## src/verilog/segPkg.sv

```systemverilog
package segPkg;

  // four background layers per pixel
  localparam int NUM_LAYERS = 4;

  // width of one channel sample or one weight
  localparam int PIX_W = 8;

  // one channel sample or match threshold
  typedef logic [PIX_W-1:0] pixel_t;

  // one layer weight
  typedef logic [PIX_W-1:0] weight_t;

  // one channel of all layers, layer 0 in the low byte
  typedef logic [NUM_LAYERS*PIX_W-1:0] layerVec_t;

  // one bit per layer, match flags or one-hot winner
  typedef logic [NUM_LAYERS-1:0] layerMask_t;

  // weight saturates here
  localparam weight_t WEIGHT_MAX = 8'd255;

endpackage
```

## src/verilog/segCore.sv

```systemverilog
`timescale 1ns/1ps

module segCore import segPkg::*; (
  input  logic      clk_i,
  input  logic      arstN_i,
  input  pixel_t    bdThY_i,
  input  pixel_t    bdThU_i,
  input  pixel_t    bdThV_i,
  input  weight_t   bgTh_i,
  input  logic      update_i,
  input  weight_t   buildStep_i,
  input  pixel_t    curY_i,
  input  pixel_t    curU_i,
  input  pixel_t    curV_i,
  input  layerVec_t bgLayerY_i,
  input  layerVec_t bgLayerU_i,
  input  layerVec_t bgLayerV_i,
  input  layerVec_t bgLayerW_i,
  output layerVec_t newLayerY_o,
  output layerVec_t newLayerU_o,
  output layerVec_t newLayerV_o,
  output layerVec_t newLayerW_o,
  output logic      mask_o
);

  layerMask_t matched;
  layerMask_t winner;
  logic       maskComb;
  layerVec_t  updY;
  layerVec_t  updU;
  layerVec_t  updV;
  layerVec_t  updW;

  // one match test per layer
  for (genvar g = 0; g < NUM_LAYERS; g++) begin : gLayer
    bgLayerMatch i_match (
      .curY_i    (curY_i),
      .curU_i    (curU_i),
      .curV_i    (curV_i),
      .bgY_i     (bgLayerY_i[g*PIX_W +: PIX_W]),
      .bgU_i     (bgLayerU_i[g*PIX_W +: PIX_W]),
      .bgV_i     (bgLayerV_i[g*PIX_W +: PIX_W]),
      .thY_i     (bdThY_i),
      .thU_i     (bdThU_i),
      .thV_i     (bdThV_i),
      .matched_o (matched[g])
    );
  end

  fgDecide i_decide (
    .matched_i  (matched),
    .bgLayerW_i (bgLayerW_i),
    .bgTh_i     (bgTh_i),
    .mask_o     (maskComb),
    .winner_o   (winner)
  );

  // same update rule for each colour channel
  bgColorUpdate i_updY (
    .winner_i (winner),
    .cur_i    (curY_i),
    .layer_i  (bgLayerY_i),
    .layer_o  (updY)
  );

  bgColorUpdate i_updU (
    .winner_i (winner),
    .cur_i    (curU_i),
    .layer_i  (bgLayerU_i),
    .layer_o  (updU)
  );

  bgColorUpdate i_updV (
    .winner_i (winner),
    .cur_i    (curV_i),
    .layer_i  (bgLayerV_i),
    .layer_o  (updV)
  );

  bgWeightUpdate i_updW (
    .winner_i    (winner),
    .buildStep_i (buildStep_i),
    .weight_i    (bgLayerW_i),
    .weight_o    (updW)
  );

  segOutReg i_outReg (
    .clk_i       (clk_i),
    .arstN_i     (arstN_i),
    .update_i    (update_i),
    .mask_i      (maskComb),
    .updY_i      (updY),
    .updU_i      (updU),
    .updV_i      (updV),
    .updW_i      (updW),
    .orgY_i      (bgLayerY_i),
    .orgU_i      (bgLayerU_i),
    .orgV_i      (bgLayerV_i),
    .orgW_i      (bgLayerW_i),
    .newLayerY_o (newLayerY_o),
    .newLayerU_o (newLayerU_o),
    .newLayerV_o (newLayerV_o),
    .newLayerW_o (newLayerW_o),
    .mask_o      (mask_o)
  );

endmodule

```

## src/verilog/segOutReg.sv

```systemverilog
`timescale 1ns/1ps

module segOutReg import segPkg::*; (
  input  logic      clk_i,
  input  logic      arstN_i,
  input  logic      update_i,
  input  logic      mask_i,
  input  layerVec_t updY_i,
  input  layerVec_t updU_i,
  input  layerVec_t updV_i,
  input  layerVec_t updW_i,
  input  layerVec_t orgY_i,
  input  layerVec_t orgU_i,
  input  layerVec_t orgV_i,
  input  layerVec_t orgW_i,
  output layerVec_t newLayerY_o,
  output layerVec_t newLayerU_o,
  output layerVec_t newLayerV_o,
  output layerVec_t newLayerW_o,
  output logic      mask_o
);

  layerVec_t selY;
  layerVec_t selU;
  layerVec_t selV;
  layerVec_t selW;

  // update disabled passes the original background through
  assign selY = update_i ? updY_i : orgY_i;
  assign selU = update_i ? updU_i : orgU_i;
  assign selV = update_i ? updV_i : orgV_i;
  assign selW = update_i ? updW_i : orgW_i;

  always_ff @(posedge clk_i or negedge arstN_i) begin
    if (!arstN_i) begin
      newLayerY_o <= '0;
      newLayerU_o <= '0;
      newLayerV_o <= '0;
      newLayerW_o <= '0;
      mask_o      <= 1'b0;
    end else begin
      newLayerY_o <= selY;
      newLayerU_o <= selU;
      newLayerV_o <= selV;
      newLayerW_o <= selW;
      // mask follows the rules even with update off
      mask_o      <= mask_i;
    end
  end

endmodule

```

## src/verilog/bgWeightUpdate.sv

```systemverilog
`timescale 1ns/1ps

module bgWeightUpdate import segPkg::*; (
  input  layerMask_t winner_i,
  input  weight_t    buildStep_i,
  input  layerVec_t  weight_i,
  output layerVec_t  weight_o
);

  weight_t growLimit;

  // growing is allowed only while the sum stays below the maximum
  assign growLimit = WEIGHT_MAX - buildStep_i;

  always_comb begin
    weight_t w;
    weight_t wNew;

    w        = '0;
    wNew     = '0;
    weight_o = '0;

    for (int i = 0; i < NUM_LAYERS; i++) begin
      w = weight_i[i*PIX_W +: PIX_W];
      if (winner_i[i]) begin
        wNew = (w < growLimit) ? (w + buildStep_i) : w;
      end else begin
        // decay, saturating at zero
        wNew = (w == '0) ? '0 : (w - 1'b1);
      end
      weight_o[i*PIX_W +: PIX_W] = wNew;
    end

    // no match, layer 0 was replaced by the pixel and starts from zero
    if (winner_i == '0) begin
      weight_o[PIX_W-1:0] = '0;
    end
  end

endmodule

```

## src/verilog/bgColorUpdate.sv

```systemverilog
`timescale 1ns/1ps

module bgColorUpdate import segPkg::*; (
  input  layerMask_t winner_i,
  input  pixel_t     cur_i,
  input  layerVec_t  layer_i,
  output layerVec_t  layer_o
);

  always_comb begin
    pixel_t bgVal;
    pixel_t stepVal;

    bgVal   = '0;
    stepVal = '0;
    layer_o = layer_i;

    if (winner_i == '0) begin
      // nothing matched, layer 0 restarts from the pixel
      layer_o[PIX_W-1:0] = cur_i;
    end else begin
      for (int i = 0; i < NUM_LAYERS; i++) begin
        if (winner_i[i]) begin
          bgVal = layer_i[i*PIX_W +: PIX_W];
          // one step toward the pixel, hold when equal
          if (cur_i > bgVal) begin
            stepVal = bgVal + 1'b1;
          end else if (cur_i < bgVal) begin
            stepVal = bgVal - 1'b1;
          end else begin
            stepVal = bgVal;
          end
          layer_o[i*PIX_W +: PIX_W] = stepVal;
        end
      end
    end
  end

endmodule

```

## src/verilog/fgDecide.sv

```systemverilog
`timescale 1ns/1ps

module fgDecide import segPkg::*; (
  input  layerMask_t matched_i,
  input  layerVec_t  bgLayerW_i,
  input  weight_t    bgTh_i,
  output logic       mask_o,
  output layerMask_t winner_o
);

  layerMask_t strongMatch;

  // a matched layer counts as background only above the threshold
  always_comb begin
    for (int i = 0; i < NUM_LAYERS; i++) begin
      strongMatch[i] = matched_i[i] && (bgLayerW_i[i*PIX_W +: PIX_W] > bgTh_i);
    end
  end

  assign mask_o = ~(|strongMatch);

  // highest matching layer wins, later iterations override lower ones
  always_comb begin
    winner_o = '0;
    for (int i = 0; i < NUM_LAYERS; i++) begin
      if (matched_i[i]) begin
        winner_o    = '0;
        winner_o[i] = 1'b1;
      end
    end
  end

endmodule

```

## src/verilog/bgLayerMatch.sv

```systemverilog
`timescale 1ns/1ps

module bgLayerMatch import segPkg::*; (
  input  pixel_t curY_i,
  input  pixel_t curU_i,
  input  pixel_t curV_i,
  input  pixel_t bgY_i,
  input  pixel_t bgU_i,
  input  pixel_t bgV_i,
  input  pixel_t thY_i,
  input  pixel_t thU_i,
  input  pixel_t thV_i,
  output logic   matched_o
);

  pixel_t diffY;
  pixel_t diffU;
  pixel_t diffV;

  // absolute difference per channel, never wraps
  assign diffY = (curY_i > bgY_i) ? (curY_i - bgY_i) : (bgY_i - curY_i);
  assign diffU = (curU_i > bgU_i) ? (curU_i - bgU_i) : (bgU_i - curU_i);
  assign diffV = (curV_i > bgV_i) ? (curV_i - bgV_i) : (bgV_i - curV_i);

  // strictly below, a difference equal to the threshold is no match
  assign matched_o = (diffY < thY_i) && (diffU < thU_i) && (diffV < thV_i);

endmodule

```

## config.mk

```make
export PLATFORM = sky130hd
export DESIGN_NAME = segCore
export DESIGN_NICKNAME = d
export VERILOG_FILES = /design/src/verilog/segPkg.sv /design/src/verilog/segCore.sv /design/src/verilog/segOutReg.sv /design/src/verilog/bgWeightUpdate.sv /design/src/verilog/bgColorUpdate.sv /design/src/verilog/fgDecide.sv /design/src/verilog/bgLayerMatch.sv
export SDC_FILE = /design/constraint.sdc
export NUM_CORES = 1
export LEC_CHECK = 0
export BUFFER_PORTS_ARGS = -buffer_cell sky130_fd_sc_hd__buf_2
export CAP_MARGIN = 20
export CORE_AREA = 2 2 252 254
export CTS_BUF_LIST = sky130_fd_sc_hd__clkbuf_16
export DETAILED_ROUTE_END_ITERATION = 7
export DIE_AREA = 0 0 254 256
export PLACE_DENSITY = 0.49
export SLEW_MARGIN = 20
export SYNTH_ARGS = -nofsm -noshare
export SYNTH_HDL_FRONTEND = slang
export SYNTH_SLANG_ARGS = --single-unit
```

## constraint.sdc

```tcl
create_clock -name clk_i -period 0.8 [get_ports clk_i]
set_input_delay 0.08 -clock clk_i [delete_from_list [all_inputs] [get_ports clk_i]]
set_output_delay 0.08 -clock clk_i [all_outputs]
set_load 0.1 [all_outputs]
```

# Word level (Yosys, flattened, before mapping)
# Index checks and enable logic that the tools add are counted.
[totals] ff_bits=129 latch_bits=0 mem_bits_rw=0 rom_bits=0 inputBits=195 out_inout_bits=129 word_cells=200 n_memories=0
[classes] add_sub_neg=57 multipliers=0 div=0 order_cmp=44 eq_ne=0 shifts=0 mux=75 bitwise_logic=1 n_reduce_logical=18
[ops] cell="$mux W8" count=64
[ops] cell="$lt A8 B8 Y1" count=28
[ops] cell="$sub A8 B8 Y8" count=24
[ops] cell="$gt A8 B8 Y1" count=16
[ops] cell="$mux W32" count=4
[ops] cell="$sub A8 B1 Y8 const B" count=16
[ops] cell="$add A8 B1 Y8 const B" count=12
[ops] cell="$mux W24" count=3
[ops] cell="$add A8 B8 Y8" count=4
[ops] cell="$logic_not A8 Y1" count=4
[ops] cell="$logic_and A1 B1 Y1" count=12
[ops] cell="$sub A8 B8 Y8 const A" count=1
[ops] cell="$logic_not A4 Y1" count=1
[ops] cell="$mux W4" count=1
[ops] cell="$reduce_or A4 Y1" count=1
[ops] cell="$mux W3" count=1
[ops] cell="$mux W2" count=1
[ops] cell="$mux W1" count=1
[ops] cell="$not A1 Y1" count=1

# Longest topological paths before layout
[logic_depth] depth_word=12 depth_mapped=25 depth_no_buf=21

# Modules after synthesis
# From an unflattened synthesis, not the netlist that was laid out.
[unflattened] hier_cells=3073 area_unflattened_um2=25032.8
[modules_own_cells] module="bgColorUpdate" instances=3 cells_each=306 area_per_inst_um2=2087.0 seq_area_each_um2=0.0
[modules_own_cells] module="bgLayerMatch (gLayer[2].i_match ...)" instances=2 cells_each=359 area_per_inst_um2=2637.5 seq_area_each_um2=0.0
[modules_own_cells] module="segOutReg" instances=1 cells_each=271 area_per_inst_um2=4847.1 seq_area_each_um2=3228.1
[modules_own_cells] module="bgLayerMatch (gLayer[0].i_match)" instances=1 cells_each=361 area_per_inst_um2=2645.0 seq_area_each_um2=0.0
[modules_own_cells] module="bgLayerMatch (gLayer[1].i_match)" instances=1 cells_each=359 area_per_inst_um2=2638.8 seq_area_each_um2=0.0
[modules_own_cells] module="bgWeightUpdate" instances=1 cells_each=356 area_per_inst_um2=2615.0 seq_area_each_um2=0.0
[modules_own_cells] module="fgDecide" instances=1 cells_each=90 area_per_inst_um2=750.7 seq_area_each_um2=0.0

# Least setup slack after synthesis
# Ideal clock, no wire load.
[synth_path] path_type="input to register" from="in curY_i[0]" to="reg i_outReg.newLayerW_o[19]" setup_ns=0.126 arrival_time_ns=4.352 required_time_ns=0.674 path_slack_ns=-3.678 cell_stages=22 n_path_buf=2 cell_sequence="inv_1 ha_1 inv_1 fa_1 a211oi_1 o21a_1 o21ba_1 buf_2 o211ai_1 a221o_1 and4_1 nor4_1 ha_1 a22oi_1 nand2_1 a2111oi_1 and4_1 buf_2 o21ai_2 mux2i_1 o21a_1 a311o_1"
[synth_via] elab_chain_len=9 elab_cells_between_ends=18 classes_between="add/sub: 4; order compare: 4; mux: 6; reduce/logical: 4"
[synth_lines] element="start: declaration" line_no="segCore.sv:12" source="input pixel_t curY_i,"
[synth_lines] element="$sub A8 B8 Y8 / $gt A8 B8 Y1 (equally long branches)" line_no="bgLayerMatch.sv:21" source="assign diffY = (curY_i > bgY_i) ? (curY_i - bgY_i) : (bgY_i - curY_i);"
[synth_lines] element="$mux W8" line_no="bgLayerMatch.sv:21"
[synth_lines] element="$lt A8 B8 Y1" line_no="bgLayerMatch.sv:26" source="assign matched_o = (diffY < thY_i) && (diffU < thU_i) && (diffV < thV_i);"
[synth_lines] element="$logic_and A1 B1 Y1 (2 in series)" line_no="bgLayerMatch.sv:26"
[synth_lines] element="$mux W3" line_no="fgDecide.sv:26" source="if (matched_i[i]) begin"
[synth_lines] element="$mux W4 (*)" line_no="fgDecide.sv:26"
[synth_lines] element="$mux W8 (*)" line_no="bgWeightUpdate.sv:25" source="if (winner_i[i]) begin"
[synth_lines] element="$mux W32 (*)" line_no="segOutReg.sv:32" source="assign selW = update_i ? updW_i : orgW_i;"
[synth_lines] element="via i_outReg.selW[19]" line_no="segOutReg.sv:26" source="layerVec_t selW;"
[synth_lines] element="end signal: assignment" line_no="segOutReg.sv:45" source="newLayerW_o <= selW;"
[synth_lines] element="end: declaration" line_no="segOutReg.sv:19" source="output layerVec_t newLayerW_o,"
# The timed path passes the listed nets; every way through them passes the cells marked *.

# Worst setup path after layout
[layout_path] from="in curU_i[0]" to="reg i_outReg.newLayerU_o[14]"
[layout_via] elab_chain_len=12 elab_cells_between_ends=39 classes_between="add/sub: 8; order compare: 9; mux: 13; reduce/logical: 9"
[layout_lines] element="start: declaration" line_no="segCore.sv:13" source="input pixel_t curU_i,"
[layout_lines] element="$sub A8 B8 Y8 / $gt A8 B8 Y1 (equally long branches)" line_no="bgLayerMatch.sv:22" source="assign diffU = (curU_i > bgU_i) ? (curU_i - bgU_i) : (bgU_i - curU_i);"
[layout_lines] element="$mux W8" line_no="bgLayerMatch.sv:22"
[layout_lines] element="$lt A8 B8 Y1" line_no="bgLayerMatch.sv:26"
[layout_lines] element="$logic_and A1 B1 Y1 (2 in series)" line_no="bgLayerMatch.sv:26"
[layout_lines] element="$mux W1" line_no="fgDecide.sv:26"
[layout_lines] element="$mux W2" line_no="fgDecide.sv:26"
[layout_lines] element="$mux W3" line_no="fgDecide.sv:26"
[layout_lines] element="$mux W4" line_no="fgDecide.sv:26"
[layout_lines] element="$logic_not A4 Y1" line_no="bgColorUpdate.sv:18" source="if (winner_i == '0) begin"
[layout_lines] element="$mux W24 (*)" line_no="bgColorUpdate.sv:18"
[layout_lines] element="$mux W32 (*)" line_no="segOutReg.sv:30" source="assign selU = update_i ? updU_i : orgU_i;"
[layout_lines] element="via i_outReg.selU[14]" line_no="segOutReg.sv:24" source="layerVec_t selU;"
[layout_lines] element="end signal: assignment" line_no="segOutReg.sv:43" source="newLayerU_o <= selU;"
[layout_lines] element="end: declaration" line_no="segOutReg.sv:17" source="output layerVec_t newLayerU_o,"
# Marked as above.

==> insert_results.sql <==
INSERT INTO impl_metrics (metric_group, metric, value, unit) VALUES
('run_status', 'violated_checks', 'negative hold slack, negative setup slack', ''),
('power', 'power_switching_share', '0.490', ''),
('synthesis', 'synth_fp_nets', '2896', ''),
('min_path', 'worstHoldPathType', 'in -> async', ''),
('clock_tree', 'tritoncts', 'built', ''),
('run_status', 'status', 'finished, violations left', ''),
('power', 'pwr-share-comb', '0.749', ''),
('synthesis', 'post_synth.cell_area_avg', '8.28', 'µm²'),
('timing', 'finalSetupViolCount', '258', ''),
('timing', 'grt_setup_unrepaired', 'true', ''),
('synthesis', 'synthFlopType', 'dfrtp_1', ''),
('floorplanning', 'fp-row-count', '92', ''),
('flow_run', 'maxCapViolCount', '0', ''),
('detailed_routing', 'drtAntennaViolNets', '0', ''),
('synthesis', 'synth.mux.area_fraction', '0.0490', ''),
('finish', 'ff_latch_area', '0.00339', 'mm²'),
('synthesis', 'asyncSetResetFlopFracSynth', '1.00', ''),
('detailed_routing', 'drcViolationCount', '0', ''),
('finish', 'mostFrequentLayoutCells', 'buf_4 (834), ha_1 (316), inv_1 (197)', ''),
('timing', 'worst_slack', '-3.64', 'ns'),
('timing', 'period_minus_slack', '4.44', 'ns'),
('floorplanning', 'core', '0.0624', 'mm²'),
('synthesis', 'synth_cell_type_count', '86', ''),
('timing', 'hold-worst-slack', '-0.00258', 'ns'),
('place', 'detailedPlacementHpwl', '71.1', 'mm'),
('synthesis', 'synth_area_leaders', 'ha_1 (24%), dfrtp_1 (17%), xnor2_1 (5.6%), a21oi_1 (4.5%), inv_1 (4.2%)', ''),
('synthesis', 'synth.top_cell.area_share', '0.236', ''),
('power', 'power.density', '1920', 'mW/mm²'),
('grt', 'grtUsageTotal', '0.272', ''),
('floorplanning', 'dieHeight', '256', 'µm'),
('detailed_routing', 'detail_route.wirelength', '91.4', 'mm'),
('synthesis', 'yosys.area_share.xor_xnor', '0.0718', ''),
('place', 'finalWeightedCongestion', '0.932', ''),
('clock_tree', 'cts-buffers-inserted', '17', ''),
('grt', 'globalRouteOverflowTotal', '0', ''),
('clock_tree', 'cts_sinks', '129', ''),
('detailed_routing', 'detail_routed_net_length_per_standard_cell', '20.2', 'µm'),
('setup_path', 'worst_ep_arrival_time', '4.87', 'ns'),
('finish', 'design.final.nets', '4240', ''),
('setup_path', 'timing_worst_setup_path_type', 'in -> reg', ''),
('grt', 'grt_antenna_before_repair', '12', ''),
('setup_path', 'worstSetupStartpointType', 'primary input', ''),
('synthesis', 'yosys.area_share.adder', '0.265', ''),
('synthesis', 'count_of_flip_flops_with_a_built_in_enable_after_synthesis', '0', ''),
('grt', 'number_of_global_route_vias_before_repair', '23900', ''),
('synthesis', 'yosys_register_bits', '129', ''),
('synthesis', 'synth_seq_area_share', '0.169', ''),
('grt', 'grt_start_max_net_pins', '50', ''),
('synthesis', 'simple_logic_cell_fraction_of_the_synthesized_area', '0.169', ''),
('setup_path', 'crit_start', 'curU_i[0]', ''),
('floorplanning', 'die_w', '254', 'µm'),
('detailed_routing', 'drt_pre_antenna_iters', '5', ''),
('timing', 'max_slew_margin', '0.511', ''),
('grt', 'grt_first_pass_wirelength', '136', 'mm'),
('clock_tree', 'cts.clk_slew.worst_paths', '0.07', 'ns'),
('timing', 'timing.final.hold_violations', '3', ''),
('clock_tree', 'cts.root.buffer_cell', 'clkbuf_16', ''),
('synthesis', 'synth-compound-area-share', '0.222', ''),
('timing', 'fmaxAchievable', '225', 'MHz'),
('setup_path', 'setup.worst_path.end_class', 'register', ''),
('power', 'power.internal', '35600', 'µW'),
('synthesis', 'netlist.top_cell.by_area', 'ha_1', ''),
('finish', 'area_growth_syn_to_layout', '89.3', '%'),
('setup_path', 'worst-path-max-fanout', '5', ''),
('detailed_routing', 'drtIter0Drc', '1196', ''),
('clock_tree', 'cts.path.max_buffers', '2', ''),
('timing', 'count_of_pins_over_their_slew_limit', '0', ''),
('finish', 'fin_area', '0.0363', 'mm²'),
('place', 'port-buffer-count', '323', ''),
('synthesis', 'synthesis.area', '0.0191', 'mm²'),
('synthesis', 'syn_inst', '2312', '');
-- cells in the mapped netlist, types with 19 or more instances --
library cell  number
o22ai_1           27
and3_1            19
a31oi_1           26
nand4_1           66
xor2_1            34
mux2_2            22
mux2i_1           69
a21o_1            43
fa_1              28
ha_1             361
buf_2             26
a21oi_1          171
xnor2_1          123
nor2b_1           25
nor3_1            54
o21ai_0          120
nor4_1            19
inv_1            215
nor2_1           142
nand2_1          143
a211oi_1          21
a22o_1            21
a22oi_1           19
dfrtp_1          129
nand3_1           72
-- layer usage --
metal / global-route usage / wire length, µm / vias to the layer above / part of all wire
met2: 0.453 / 43300 / 657 / 0.47
met1: 0.344 / 39100 / 11200 / 0.43
met5: 0 / 88 / - / 0.00096
met4: 0.110 / 3820 / 14 / 0.042
met3: 0.0510 / 5070 / 195 / 0.055
li1: - / - / 11200 / -
-- power by group through the flow --
stage          Sequential, µW  Combinational, µW  Clock (µW)
2_1_floorplan           18800              14500           0
3_3_place_gp             9800              43000           0
3_5_place_dp             9780              43400           0
4_1_cts                  9690              48500        8040
5_1_grt                  9750              55000        8320
6_report                 9650              52200        7820
-- critical path, cell delays in order --
cell	delay (ns)
buf_8	0.11
inv_8	0.07
ha_4	0.14
inv_2	0.04
fa_2	0.36
nand3_2	0.10
a21oi_4	0.07
o31ai_4	0.25
buf_6	0.16
mux2_4	0.32
nor3_4	0.20
o211ai_1	0.10
and3_1	0.17
xor2_1	0.15
ha_1	0.36
a222oi_1	0.35
nor4b_2	0.26
o41a_1	0.30
nand3_4	0.12
buf_8	0.15
a211oi_4	0.32
nand2_4	0.17
buf_12	0.19
a211oi_2	0.17
xnor2_1	0.15
-- sequential cells by signal, summed over array words and instances, names as in the netlist --
name	count
i_outReg.newLayerU_o	32
i_outReg.newLayerV_o	32
i_outReg.newLayerW_o	32
i_outReg.newLayerY_o	32
i_outReg.mask_o	1
-- stage by stage --
stage               total power (µW)  instances  TNS, ns
floorplan                      33300       2312  -411.85
global placement               52800       4272  -540.37
detailed placement             53200       4272  -546.77
CTS                            66200       4468  -479.43
global route                   73100       4519  -521.24
finish                         69700       4520  -493.64
-- worst max path at each step --
stage,end,slack (ns),cells after the start
after floorplan,i_outReg.newLayerW_o[21],-3.32,23
after global placement,i_outReg.newLayerW_o[23],-4.43,26
after detailed placement,i_outReg.newLayerW_o[12],-4.52,24
after CTS,i_outReg.newLayerU_o[14],-3.53,25
after global routing,i_outReg.newLayerV_o[20],-3.81,28
final,i_outReg.newLayerU_o[14],-3.64,25
-- cell type report --
type | instances | share of cell area
Antenna cell | 5 | 0.000345
Clock buffer | 17 | 0.0117
Clock inverter | 15 | 0.00293
Inverter | 215 | 0.0241
Multi-Input combinational cell | 1922 | 0.491
Sequential cell | 129 | 0.0935
Tap cell | 846 | 0.0292
Timing Repair Buffer | 1371 | 0.347
-- kinds of logic after synthesis --
kind of cell    after synthesis
compound gates              640
xor+xnor                    157
fa+ha+maj                   389
buf+inv                     263
flops                       129
mux                          91
simple gates                643
-- repair_timing --
item,in CTS,in global routing
gates resized for setup,355,240
endpoints found under the setup margin,258,258
pin swaps,129,125
gates cloned,8,3
setup buffers,73,52
hold buffers,87,1
hold endpoints to repair,212,1
Power figures use the tool's default switching activity.
